==> config.mk <==
export PLATFORM = sky130hd
export DESIGN_NAME = mem_stage
export DESIGN_NICKNAME = d
export VERILOG_FILES = /design/src/mem_isa_pkg.sv /design/src/mem_bus_pkg.sv /design/src/mem_exc_arbiter.sv /design/src/mem_access_decode.sv /design/src/mem_load_align.sv /design/src/mem_stage_ctrl.sv /design/src/mem_stage.sv
export VERILOG_INCLUDE_DIRS = /design/src
export SDC_FILE = /design/constraint.sdc
export NUM_CORES = 1
export LEC_CHECK = 0
export BUFFER_PORTS_ARGS = -buffer_cell sky130_fd_sc_hd__buf_2
export CAP_MARGIN = 10
export CELL_PAD_IN_SITES_DETAIL_PLACEMENT = 1
export CELL_PAD_IN_SITES_GLOBAL_PLACEMENT = 1
export CORE_AREA = 2 2 152 154
export CTS_CLUSTER_SIZE = 12
export DETAILED_ROUTE_END_ITERATION = 10
export DIE_AREA = 0 0 154 156
export GPL_ROUTABILITY_DRIVEN = 0
export GPL_TIMING_DRIVEN = 0
export PLACE_DENSITY = 0.75
export SLEW_MARGIN = 10
export SYNTH_ARGS = -nofsm -noshare
export SYNTH_HDL_FRONTEND = slang
export SYNTH_HIERARCHICAL = 1
export SYNTH_SLANG_ARGS = --single-unit
export TNS_END_PERCENT = 10
==> constraint.sdc <==
create_clock -name clk -period 6 [get_ports clk]
set_input_delay 0.9 -clock clk [delete_from_list [all_inputs] [get_ports clk]]
set_output_delay 0.9 -clock clk [all_outputs]
set_load 0.05 [all_outputs]
==> src/mem_cfg.svh <==
`ifndef MEM_CFG_SVH
`define MEM_CFG_SVH

// widths fixed by the isa
`define MEM_WORD_W          32  // data word and byte address
`define MEM_REG_ADDR_W      5   // gpr index
`define MEM_SEL_W           4   // byte lanes per word
`define MEM_EXC_W           32  // raw exception flags from ex

// raw exception flag positions, lowest bit wins
`define MEM_EXC_SYSCALL_BIT 8
`define MEM_EXC_INVALID_BIT 9
`define MEM_EXC_TRAP_BIT    10
`define MEM_EXC_OVF_BIT     11
`define MEM_EXC_ERET_BIT    12

// cp0 fields
`define MEM_IM_LO           8   // status mask / cause pending, low bit
`define MEM_IM_HI           15  // status mask / cause pending, high bit
`define MEM_ST_IE           0   // global interrupt enable
`define MEM_ST_EXL          1   // exception level, blocks interrupts

`define MEM_RAM_TIMEOUT     64  // upper bound on ram ack latency, cycles

`endif

==> src/mem_isa_pkg.sv <==
`include "mem_cfg.svh"
`default_nettype none

package mem_isa_pkg;

    typedef logic [`MEM_WORD_W-1:0]     word_t;      // gpr and ram data word
    typedef logic [`MEM_REG_ADDR_W-1:0] reg_addr_t;  // destination gpr
    typedef logic [`MEM_SEL_W-1:0]      byte_sel_t;  // bit 3 = lowest byte address (msb)
    typedef logic [`MEM_EXC_W-1:0]      exc_flags_t; // raw flags collected up to ex

    // memory opcode as handed down by ex
    typedef enum logic [7:0] {
        NOP = 8'h00, // alu result passes through
        LB  = 8'h01, // byte, sign extended
        LBU = 8'h02, // byte, zero extended
        LH  = 8'h03, // half, sign extended
        LHU = 8'h04, // half, zero extended
        LW  = 8'h05,
        LL  = 8'h06, // load linked, sets llbit
        SB  = 8'h07,
        SH  = 8'h08,
        SW  = 8'h09,
        SC  = 8'h0a  // store conditional on llbit
    } mem_op_e;

    // final exception code towards cp0
    typedef enum logic [4:0] {
        NONE      = 5'd0,
        INTERRUPT = 5'd1,
        SYSCALL   = 5'd8,
        INVALID   = 5'd10,
        OVERFLOW  = 5'd12,
        TRAP      = 5'd13,
        ERET      = 5'd14
    } exc_code_e;

endpackage

`default_nettype wire

==> src/mem_bus_pkg.sv <==
`default_nettype none

package mem_bus_pkg;

    // operation from ex, held stable while req is high
    typedef struct packed {
        mem_isa_pkg::mem_op_e    op;        // memory opcode
        mem_isa_pkg::word_t      addr;      // byte address
        mem_isa_pkg::word_t      wdata;     // rt value for stores
        mem_isa_pkg::reg_addr_t  waddr;     // destination gpr
        logic                    reg_we;    // gpr write enable
        mem_isa_pkg::word_t      alu_res;   // result for non-loads
        mem_isa_pkg::exc_flags_t exc;       // raw exception flags
        mem_isa_pkg::word_t      inst_addr; // pc of the instruction
    } mem_op_t;

    // one command on the data ram port
    typedef struct packed {
        mem_isa_pkg::word_t     addr;  // byte address, low two bits cleared
        logic                   we;    // store
        mem_isa_pkg::byte_sel_t sel;   // big-endian lane enables
        mem_isa_pkg::word_t     wdata; // lane-replicated store data
    } ram_cmd_t;

    // result towards writeback
    typedef struct packed {
        mem_isa_pkg::reg_addr_t waddr;       // destination gpr
        logic                   reg_we;      // gpr write enable
        mem_isa_pkg::word_t     wdata;       // aligned load or alu result
        logic                   llbit_we;    // link bit update
        logic                   llbit_value; // new link bit
        mem_isa_pkg::exc_code_e exc_code;    // resolved exception
    } mem_wb_t;

endpackage

`default_nettype wire

==> src/mem_exc_arbiter.sv <==
`timescale 1ns/1ps
`include "mem_cfg.svh"
`default_nettype none

module mem_exc_arbiter (
    input  mem_bus_pkg::mem_op_t   op_i,         // current operation
    input  mem_isa_pkg::word_t     cp0_status_i, // cp0 status
    input  mem_isa_pkg::word_t     cp0_cause_i,  // cp0 cause
    output mem_isa_pkg::exc_code_e exc_code_o    // final code
);

    logic irq_pend; // pending and unmasked
    logic irq_take; // interrupt actually taken

    assign irq_pend = |(cp0_cause_i[`MEM_IM_HI:`MEM_IM_LO]
                      & cp0_status_i[`MEM_IM_HI:`MEM_IM_LO]);

    // pc 0 means a bubble, never interrupted
    assign irq_take = (op_i.inst_addr != '0) && irq_pend
                      && !cp0_status_i[`MEM_ST_EXL] && cp0_status_i[`MEM_ST_IE];

    always_comb begin
        if (irq_take) begin
            exc_code_o = mem_isa_pkg::INTERRUPT; // external interrupt first
        end else if (op_i.exc[`MEM_EXC_SYSCALL_BIT]) begin
            exc_code_o = mem_isa_pkg::SYSCALL;
        end else if (op_i.exc[`MEM_EXC_INVALID_BIT]) begin
            exc_code_o = mem_isa_pkg::INVALID;   // reserved instruction
        end else if (op_i.exc[`MEM_EXC_TRAP_BIT]) begin
            exc_code_o = mem_isa_pkg::TRAP;
        end else if (op_i.exc[`MEM_EXC_OVF_BIT]) begin
            exc_code_o = mem_isa_pkg::OVERFLOW;  // arithmetic overflow
        end else if (op_i.exc[`MEM_EXC_ERET_BIT]) begin
            exc_code_o = mem_isa_pkg::ERET;
        end else begin
            exc_code_o = mem_isa_pkg::NONE;
        end
    end

endmodule

`default_nettype wire

==> src/mem_access_decode.sv <==
`timescale 1ns/1ps
`include "mem_cfg.svh"
`default_nettype none

module mem_access_decode (
    input  mem_bus_pkg::mem_op_t   op_i,          // current operation
    input  logic                   llbit_i,       // current link bit
    input  mem_isa_pkg::exc_code_e exc_code_i,    // from the arbiter
    output mem_bus_pkg::ram_cmd_t  cmd_o,         // ram command
    output logic                   need_ram_o,    // issue the command
    output logic                   llbit_we_o,
    output logic                   llbit_value_o
);

    logic [1:0]             ofs;      // byte offset in word
    logic                   is_mem;   // op targets ram at all
    logic                   misalign; // half or word not aligned
    logic                   sc_fail;  // sc without a valid link
    mem_isa_pkg::byte_sel_t byte_sel;
    mem_isa_pkg::byte_sel_t half_sel;

    assign ofs      = op_i.addr[1:0];
    assign byte_sel = 4'b1000 >> ofs;               // offset 0 is the msb lane
    assign half_sel = ofs[1] ? 4'b0011 : 4'b1100;   // upper pair at offset 0

    always_comb begin
        cmd_o      = '0;
        cmd_o.addr = {op_i.addr[`MEM_WORD_W-1:2], 2'b00}; // word aligned
        is_mem     = 1'b1;
        misalign   = 1'b0;
        unique case (op_i.op)
            mem_isa_pkg::LB, mem_isa_pkg::LBU: begin
                cmd_o.sel = byte_sel;
            end
            mem_isa_pkg::LH, mem_isa_pkg::LHU: begin
                cmd_o.sel = half_sel;
                misalign  = ofs[0];
            end
            mem_isa_pkg::LW: begin
                cmd_o.sel = 4'b1111;
                misalign  = |ofs;
            end
            mem_isa_pkg::LL: begin
                cmd_o.sel = 4'b1111; // alignment not checked, as in the core
            end
            mem_isa_pkg::SB: begin
                cmd_o.we    = 1'b1;
                cmd_o.sel   = byte_sel;
                cmd_o.wdata = {4{op_i.wdata[7:0]}};  // same byte on every lane
            end
            mem_isa_pkg::SH: begin
                cmd_o.we    = 1'b1;
                cmd_o.sel   = half_sel;
                cmd_o.wdata = {2{op_i.wdata[15:0]}}; // low half on both pairs
                misalign    = ofs[0];
            end
            mem_isa_pkg::SW: begin
                cmd_o.we    = 1'b1;
                cmd_o.sel   = 4'b1111;
                cmd_o.wdata = op_i.wdata;
                misalign    = |ofs;
            end
            mem_isa_pkg::SC: begin
                cmd_o.we    = 1'b1;
                cmd_o.sel   = 4'b1111;
                cmd_o.wdata = op_i.wdata;
            end
            default: begin
                is_mem = 1'b0; // nop, alu result only
            end
        endcase
    end

    assign sc_fail = (op_i.op == mem_isa_pkg::SC) && !llbit_i;

    // excepted ops never reach ram, stores included
    assign need_ram_o = is_mem && !misalign && !sc_fail
                        && (exc_code_i == mem_isa_pkg::NONE);

    // ll links, a successful sc consumes the link
    assign llbit_we_o    = (op_i.op == mem_isa_pkg::LL)
                           || ((op_i.op == mem_isa_pkg::SC) && llbit_i);
    assign llbit_value_o = (op_i.op == mem_isa_pkg::LL);

endmodule

`default_nettype wire

==> src/mem_load_align.sv <==
`timescale 1ns/1ps
`default_nettype none

module mem_load_align (
    input  mem_bus_pkg::mem_op_t op_i,    // current operation
    input  mem_isa_pkg::word_t   rdata_i, // registered ram word
    input  logic                 llbit_i, // link bit for sc result
    output mem_isa_pkg::word_t   wdata_o  // value for the gpr
);

    logic [1:0]  ofs;    // byte offset in word
    logic [7:0]  lane_b; // addressed byte
    logic [15:0] lane_h; // addressed half

    assign ofs = op_i.addr[1:0];

    // big-endian, lowest address holds the msb
    always_comb begin
        unique case (ofs)
            2'd0:    lane_b = rdata_i[31:24];
            2'd1:    lane_b = rdata_i[23:16];
            2'd2:    lane_b = rdata_i[15:8];
            default: lane_b = rdata_i[7:0];
        endcase
    end

    assign lane_h = ofs[1] ? rdata_i[15:0] : rdata_i[31:16];

    always_comb begin
        unique case (op_i.op)
            mem_isa_pkg::LB: begin
                wdata_o = {{24{lane_b[7]}}, lane_b};            // sign extend
            end
            mem_isa_pkg::LBU: begin
                wdata_o = {24'b0, lane_b};
            end
            mem_isa_pkg::LH: begin
                wdata_o = ofs[0] ? '0 : {{16{lane_h[15]}}, lane_h}; // misaligned gives 0
            end
            mem_isa_pkg::LHU: begin
                wdata_o = ofs[0] ? '0 : {16'b0, lane_h};
            end
            mem_isa_pkg::LW: begin
                wdata_o = (ofs != 2'd0) ? '0 : rdata_i;
            end
            mem_isa_pkg::LL: begin
                wdata_o = rdata_i;
            end
            mem_isa_pkg::SC: begin
                wdata_o = {31'b0, llbit_i};                     // 1 on success
            end
            default: begin
                wdata_o = op_i.alu_res; // nop and plain stores
            end
        endcase
    end

endmodule

`default_nettype wire

==> src/mem_stage_ctrl.sv <==
`timescale 1ns/1ps
`default_nettype none

module mem_stage_ctrl (
    input  logic                  clk,
    input  logic                  arst_n_i,
    input  logic                  req_i,       // upstream four-phase req
    input  logic                  need_ram_i,  // from decode
    input  mem_bus_pkg::ram_cmd_t cmd_i,       // decoded command
    input  logic                  ram_ack_i,   // ram four-phase ack
    input  mem_isa_pkg::word_t    ram_rdata_i, // valid with ram_ack_i
    output logic                  ack_o,       // upstream ack, wb valid
    output logic                  ram_req_o,
    output mem_bus_pkg::ram_cmd_t ram_cmd_o,   // held for the whole access
    output mem_isa_pkg::word_t    rdata_o      // captured read word
);

    typedef enum logic [2:0] {
        IDLE,     // waiting for req
        RAM_REQ,  // ram_req high until ram ack
        RAM_DROP, // req dropped, wait for ram to release ack
        DONE,     // result settles
        HOLD_ACK  // ack high until upstream drops req
    } state_e;

    state_e                state_q;
    state_e                state_d;
    logic                  ack_q;
    mem_bus_pkg::ram_cmd_t cmd_q;
    mem_isa_pkg::word_t    rdata_q;

    always_comb begin
        state_d = state_q;
        unique case (state_q)
            IDLE: begin
                if (req_i) begin
                    state_d = need_ram_i ? RAM_REQ : DONE; // no-ram ops skip the port
                end
            end
            RAM_REQ: begin
                if (ram_ack_i) begin
                    state_d = RAM_DROP;
                end
            end
            RAM_DROP: begin
                if (!ram_ack_i) begin
                    state_d = DONE;
                end
            end
            DONE: begin
                state_d = HOLD_ACK;
            end
            HOLD_ACK: begin
                if (ack_q && !req_i) begin
                    state_d = IDLE; // ack falls on the same edge
                end
            end
            default: begin
                state_d = IDLE;
            end
        endcase
    end

    always_ff @(posedge clk or negedge arst_n_i) begin
        if (!arst_n_i) begin
            state_q <= IDLE;
            ack_q   <= 1'b0;
        end else begin
            state_q <= state_d;
            ack_q   <= (state_q == HOLD_ACK) && req_i; // registered, glitch free
        end
    end

    always_ff @(posedge clk) begin
        if ((state_q == IDLE) && req_i) begin
            cmd_q <= cmd_i;
            if (!need_ram_i) begin
                rdata_q <= '0; // skipped loads extract from zero
            end
        end
        if ((state_q == RAM_REQ) && ram_ack_i) begin
            rdata_q <= ram_rdata_i;
        end
    end

    assign ack_o     = ack_q;
    assign ram_req_o = (state_q == RAM_REQ);
    assign ram_cmd_o = cmd_q;
    assign rdata_o   = rdata_q;

endmodule

`default_nettype wire

==> src/mem_stage.sv <==
`timescale 1ns/1ps
`default_nettype none

module mem_stage (
    input  logic                  clk,
    input  logic                  arst_n_i,
    input  logic                  req_i,        // op_i valid
    input  mem_bus_pkg::mem_op_t  op_i,
    input  logic                  llbit_i,      // held outside the stage
    input  mem_isa_pkg::word_t    cp0_status_i,
    input  mem_isa_pkg::word_t    cp0_cause_i,
    input  logic                  ram_ack_i,
    input  mem_isa_pkg::word_t    ram_rdata_i,
    output logic                  ack_o,        // wb_o valid
    output mem_bus_pkg::mem_wb_t  wb_o,
    output logic                  ram_req_o,
    output mem_bus_pkg::ram_cmd_t ram_cmd_o
);

    mem_isa_pkg::exc_code_e exc_code;
    mem_bus_pkg::ram_cmd_t  cmd;
    logic                   need_ram;
    logic                   llbit_we;
    logic                   llbit_value;
    mem_isa_pkg::word_t     rdata;      // registered ram word
    mem_isa_pkg::word_t     load_wdata; // aligned result

    mem_exc_arbiter exc_arbiter_i (
        .op_i         (op_i),
        .cp0_status_i (cp0_status_i),
        .cp0_cause_i  (cp0_cause_i),
        .exc_code_o   (exc_code)
    );

    mem_access_decode access_decode_i (
        .op_i          (op_i),
        .llbit_i       (llbit_i),
        .exc_code_i    (exc_code),
        .cmd_o         (cmd),
        .need_ram_o    (need_ram),
        .llbit_we_o    (llbit_we),
        .llbit_value_o (llbit_value)
    );

    mem_load_align load_align_i (
        .op_i    (op_i),
        .rdata_i (rdata),
        .llbit_i (llbit_i),
        .wdata_o (load_wdata)
    );

    mem_stage_ctrl stage_ctrl_i (
        .clk         (clk),
        .arst_n_i    (arst_n_i),
        .req_i       (req_i),
        .need_ram_i  (need_ram),
        .cmd_i       (cmd),
        .ram_ack_i   (ram_ack_i),
        .ram_rdata_i (ram_rdata_i),
        .ack_o       (ack_o),
        .ram_req_o   (ram_req_o),
        .ram_cmd_o   (ram_cmd_o),
        .rdata_o     (rdata)
    );

    // op_i stays stable during ack, so wb can be combinational
    assign wb_o.waddr       = op_i.waddr;
    assign wb_o.reg_we      = op_i.reg_we;
    assign wb_o.wdata       = load_wdata;
    assign wb_o.llbit_we    = llbit_we;
    assign wb_o.llbit_value = llbit_value;
    assign wb_o.exc_code    = exc_code;

endmodule

`default_nettype wire

; After elaboration in Yosys (flattened, before gate mapping)
; Cells that the tools add are included.
[op_classes]
bitwise_logic = 1
mul = 0
add_sub_neg = 0
div = 0
n_lt_le_gt_ge = 0
n_reduce_logical = 35
shifts = 1
n_eq_ne = 21
n_mux = 27
[ops]
columns = operator, n
row1 = 32-bit case mux with 7 select lines, 1
row2 = 32-bit 2-to-1 mux, 5
row3 = 32-bit case mux with 3 select lines, 1
row4 = "8-bit by 3-bit == test with 1-bit output, second input constant", 4
row5 = 16-bit 2-to-1 mux, 2
row6 = 32-bit nonzero test, 1
row7 = 5-bit 2-to-1 mux, 5
row8 = "8-bit by 4-bit == test with 1-bit output, second input constant", 3
row9 = 8-bit case mux with 3 select lines, 1
row10 = "8-bit by 2-bit == test with 1-bit output, second input constant", 2
row11 = 3-bit case mux with 5 select lines, 1
row12 = 1-bit logical AND, 12
row13 = 3-bit 2-to-1 mux, 4
row14 = 4-bit case mux with 3 select lines, 1
row15 = 10-bit OR reduction, 1
row16 = 8-bit AND, 1
row17 = "8-bit by 1-bit == test with 1-bit output, second input constant", 1
row18 = 4-bit 2-to-1 mux, 2
row19 = "2-bit != test, second input constant", 4
row20 = 4-bit OR reduction, 2
row21 = 8-bit OR reduction, 1
row22 = "3-bit by 2-bit == test with 1-bit output, second input constant", 2
row23 = 2-bit OR reduction, 3
row24 = 3-bit OR reduction, 2
row25 = 17 further kinds, 23
[word_totals]
latch_bits = 0
ff_bits = 103
mem_bits_rw = 0
mem_bits_ro = 0
n_memories = 0
inputBits = 275

; Logic depth before layout (Yosys ltp)
[depth]
word_depth = 11
mapped_depth = 11
mapped_depth_nobuf = 11

; Modules after synthesis
; Netlist, hierarchy kept.
[modules_own_cells]
columns = mod, cells_each, n_inst, area_each_um2, seq_area_each_um2
row1 = mem_stage_ctrl, 165, 1, 3517.1, 3133.0
row2 = mem_load_align, 150, 1, 1208.7, 0.0
row3 = mem_access_decode, 131, 1, 937.1, 0.0
row4 = mem_exc_arbiter, 29, 1, 207.7, 0.0
row5 = mem_stage, 8, 1, 60.1, 0.0

; Worst setup path before layout
; OpenSTA, ideal clock, no wires.
[synth_timing]
path_type = input port to flip-flop
startpoint = input op_i[24] (netlist bit)
endpoint = register stage_ctrl_i.rdata_q[0] (netlist: stage_ctrl_i/rdata_o[0]), enable pin
slack_ns = 0.344
setup_ns = 0.461
arrival_time_ns = 5.195
path_stages = 11
cell_sequence = nor4_2 -> nand4_1 -> o2111ai_2 -> a21boi_1 -> or4_1 -> a211oi_1 -> nand4_1 -> a311oi_1 -> nor3b_1 -> a21oi_1 -> nor3_1
[synth_lines]
columns = item, line_no
row1 = "start, declared", mem_stage.sv:8  ; input mem_bus_pkg::mem_op_t op_i,
row2 = "end signal, assigned", mem_stage_ctrl.sv:82  ; rdata_q <= ram_rdata_i;
row3 = "end, declared", mem_stage_ctrl.sv:30  ; mem_isa_pkg::word_t rdata_q;

==> metrics <==
status finished, final reports clean; hold slack final 0.335 ns; Required @ worst endpoint 5.10 ns; Max VDD drop between 0.1 and 0.15 mV; Routed Antenna Nets 0; Resize count post-CTS 0; worst-margin pin slew between 1 and 1.5 ns; CP arrival 3.68 ns; die area 0.0240 mm2; Final Util 36.2%; routed len/inst 19.5 um; final WL between 20,000 and 25,000 um; RSZ-0062 raised after global routing false; First-pass DRT Iterations 6; Post-synth top flop edfxtp_1; PD cells 337 mW/mm2; CTS root buffer clkbuf_16; Worst-Skew Late Latency 0.36 ns; nets@finish 1,053; sequential-to-total area share from yosys stat 52.8%; via count 5,205; initial core utilization a little over a quarter; r2r startpoint stage_ctrl_i/state_q[0]; FF+latch area about 0.0031 mm2; HPWL after DPL 16,900 um; worst r2r path cells 6; Final setup viols 0; crit path time final 4.58 ns; Crit Path Category primary input to output pin; Overall Power 2730 uW; Min-Delay Path Class primary input to async pin; Yosys top cell by area edfxtp_1; Fill cells about 2,600; Final Max Tran Viols 0; slowest CP cell nor4_2; clock-pin slew of the registers on the worst-case setup and hold paths around 0.090 ns; area grow syn2layout 36.6%; setup bufs post-CTS 0; first-pass GRT wire length 30,800 um; number of flops mapped to enable cells by yosys 101; Sink Count 105; syn avg cell area 12.3 um2; CORE AREA 0.0224 mm2; ys async rst share under 10%; FP Rows 55; CTS tree yes; I/O pins 391; fmax roughly 220 MHz; TritonCTS buffer count 9; Pleak 0.00343 uW; max incr delay on CP 0.96 ns; Die Height 156 um; final hold violations 0; Setup Skew 0.0184 ns; Non-Filler Instances 1,071; Syn Inst Count 483; Initial DRC Count about 320; share of layout cells above drive strength 1 between 40% and 50%; Placed Instances roughly 1,100; largest net degree at the start of global routing 28; Worst Setup End Kind output pin; R2R setup slack 3.71 ns; drt drc 0; IO buf count roughly 280; synth unique cells 74; number of global-route vias before repair between 5,000 and 6,000; CTS H-tree depth 3; Final Cycle Share 76.3%; Post-Syn Area 0.00593 mm2; Slew headroom 21.0%; vias per cell 4.86; footprint of the multi-input gates approximately 0.0022 mm2; Synth area leaders edfxtp_1 51%, buf_4 5.7%, a221o_1 5.2%; synth warn 6; most used cell along the critical path buf_2; Max clock buf depth 2; critical-path maximum fanout 9; worst path cell trace buf_2 > nor4_2 > nand2_1 > a311oi_1 > a221o_1 > buf_2; Yosys top cell area share between 50% and 60%; GRT Overall Usage 16.7%; initial antenna violation count 3; max cap viols 0; RR Endpoint stage_ctrl_i/rdata_o[22]; nature of the critical path startpoint primary input; die width 154 um; Hold-fix buffers, CTS 0; total grt overflow 0; register bit total from synthesis 105
## sequential cells by signal, indices dropped and copies added, names as in the netlist
signal,cells
stage_ctrl_i/ram_cmd_o,69
stage_ctrl_i/ack_o,1
stage_ctrl_i/rdata_o,32
stage_ctrl_i/state_q,3
## Yosys cell counts (8+ instances only)
master	n
and2_1	48
a22o_1	9
edfxtp_1	101
nand2_1	21
a21oi_1	10
nor2_1	16
buf_4	45
buf_6	10
a21o_1	11
buf_2	8
mux2i_1	10
o211ai_1	8
inv_1	14
a221o_1	31
## per-stage QoR
| step | cell area [um2] | setup slack [ns] | setup TNS [ns] |
|---|---|---|---|
| 3_5_place_dp | 7780 | 1.48 | 0 |
| 5_1_grt | 8100 | 1.27 | 0 |
| 3_3_place_gp | 7690 | -0.337 | -10.76 |
| 4_1_cts | 8090 | 1.48 | 0 |
| 2_1_floorplan | 5930 | 0.344 | 0 |
| 6_report | 8100 | 1.42 | 0 |
## power by group
| group | internal, uW | switching [uW] | total, uW |
|---|---|---|---|
| logic | 269 | 710 | 979 |
| registers | 1040 | 98.0 | 1130 |
| clock network | 303 | 316 | 619 |
## layer usage
layer | part of all wire, % | GRT usage [%] | vias up
li1 | - | - | 2439
met1 | 41 | 20.5 | 2569
met2 | 52 | 29.5 | 171
met3 | 4.5 | 3.22 | 26
met4 | 2.3 | 5.65 | 0
met5 | 0 | 0 | -
## worst max-delay path by stage
stage	from	end	slack, ns	cells after the start
floorplan	op_i[24]	stage_ctrl_i/rdata_o[0]	0.34	11
global placement	op_i[5]	stage_ctrl_i/rdata_o[30]	-0.34	12
detailed placement	op_i[171]	wb_o[8]	1.48	6
CTS	op_i[171]	wb_o[8]	1.48	6
global route	op_i[171]	wb_o[8]	1.27	6
finish	op_i[171]	wb_o[8]	1.42	6
## kinds of logic after synthesis
kind of cell	Yosys count	synth area share, %
simple gates	148	15.7
compound gates	126	18.5
flops	105	52.8
buf+inv	87	10.1
mux	11	2.07
xor+xnor	4	0.591
other cells	2	0.127
## critical path, delay by kind of cell
kind	cells	cell delay, ns
AO/OA/AOI/OAI	2	1.25
buffers and inverters	2	0.39
AND/OR/NAND/NOR	2	1.13
## cell type report
cell class              instances  area share [%]
multi-input cells             292            27.3
flip-flops and latches        105            38.7
repair buffers                283            18.2
inverters                      15           0.695
clock buffers                   9            2.78
well taps                     285            4.40
plain buffers                  72            6.73
diodes                          3          0.0927
clock inverters                 7            1.13
## cell usage in the layout (no fill, tap or decap), drive strengths merged, types with 3 or more instances in the layout
cell       n
a2111oi    4
a21o      12
a21oi     11
a221o     31
a22o       9
a22oi      5
a311oi     3
a32o       6
a32oi      7
and2      49
buf      348
clkbuf    16
clkinv     4
conb       3
dfrtp      4
diode      3
edfxtp   101
inv       18
mux2i     10
nand2     21
nand2b     7
nand3b     5
nand4      4
nor2      17
nor2b      5
nor3       7
nor3b      3
nor4      10
o2111ai    3
o211ai     8
o21ai      7
o2bb2ai    6
or4        3
xnor2      3
No activity file was read; power rests on OpenSTA's default activity.
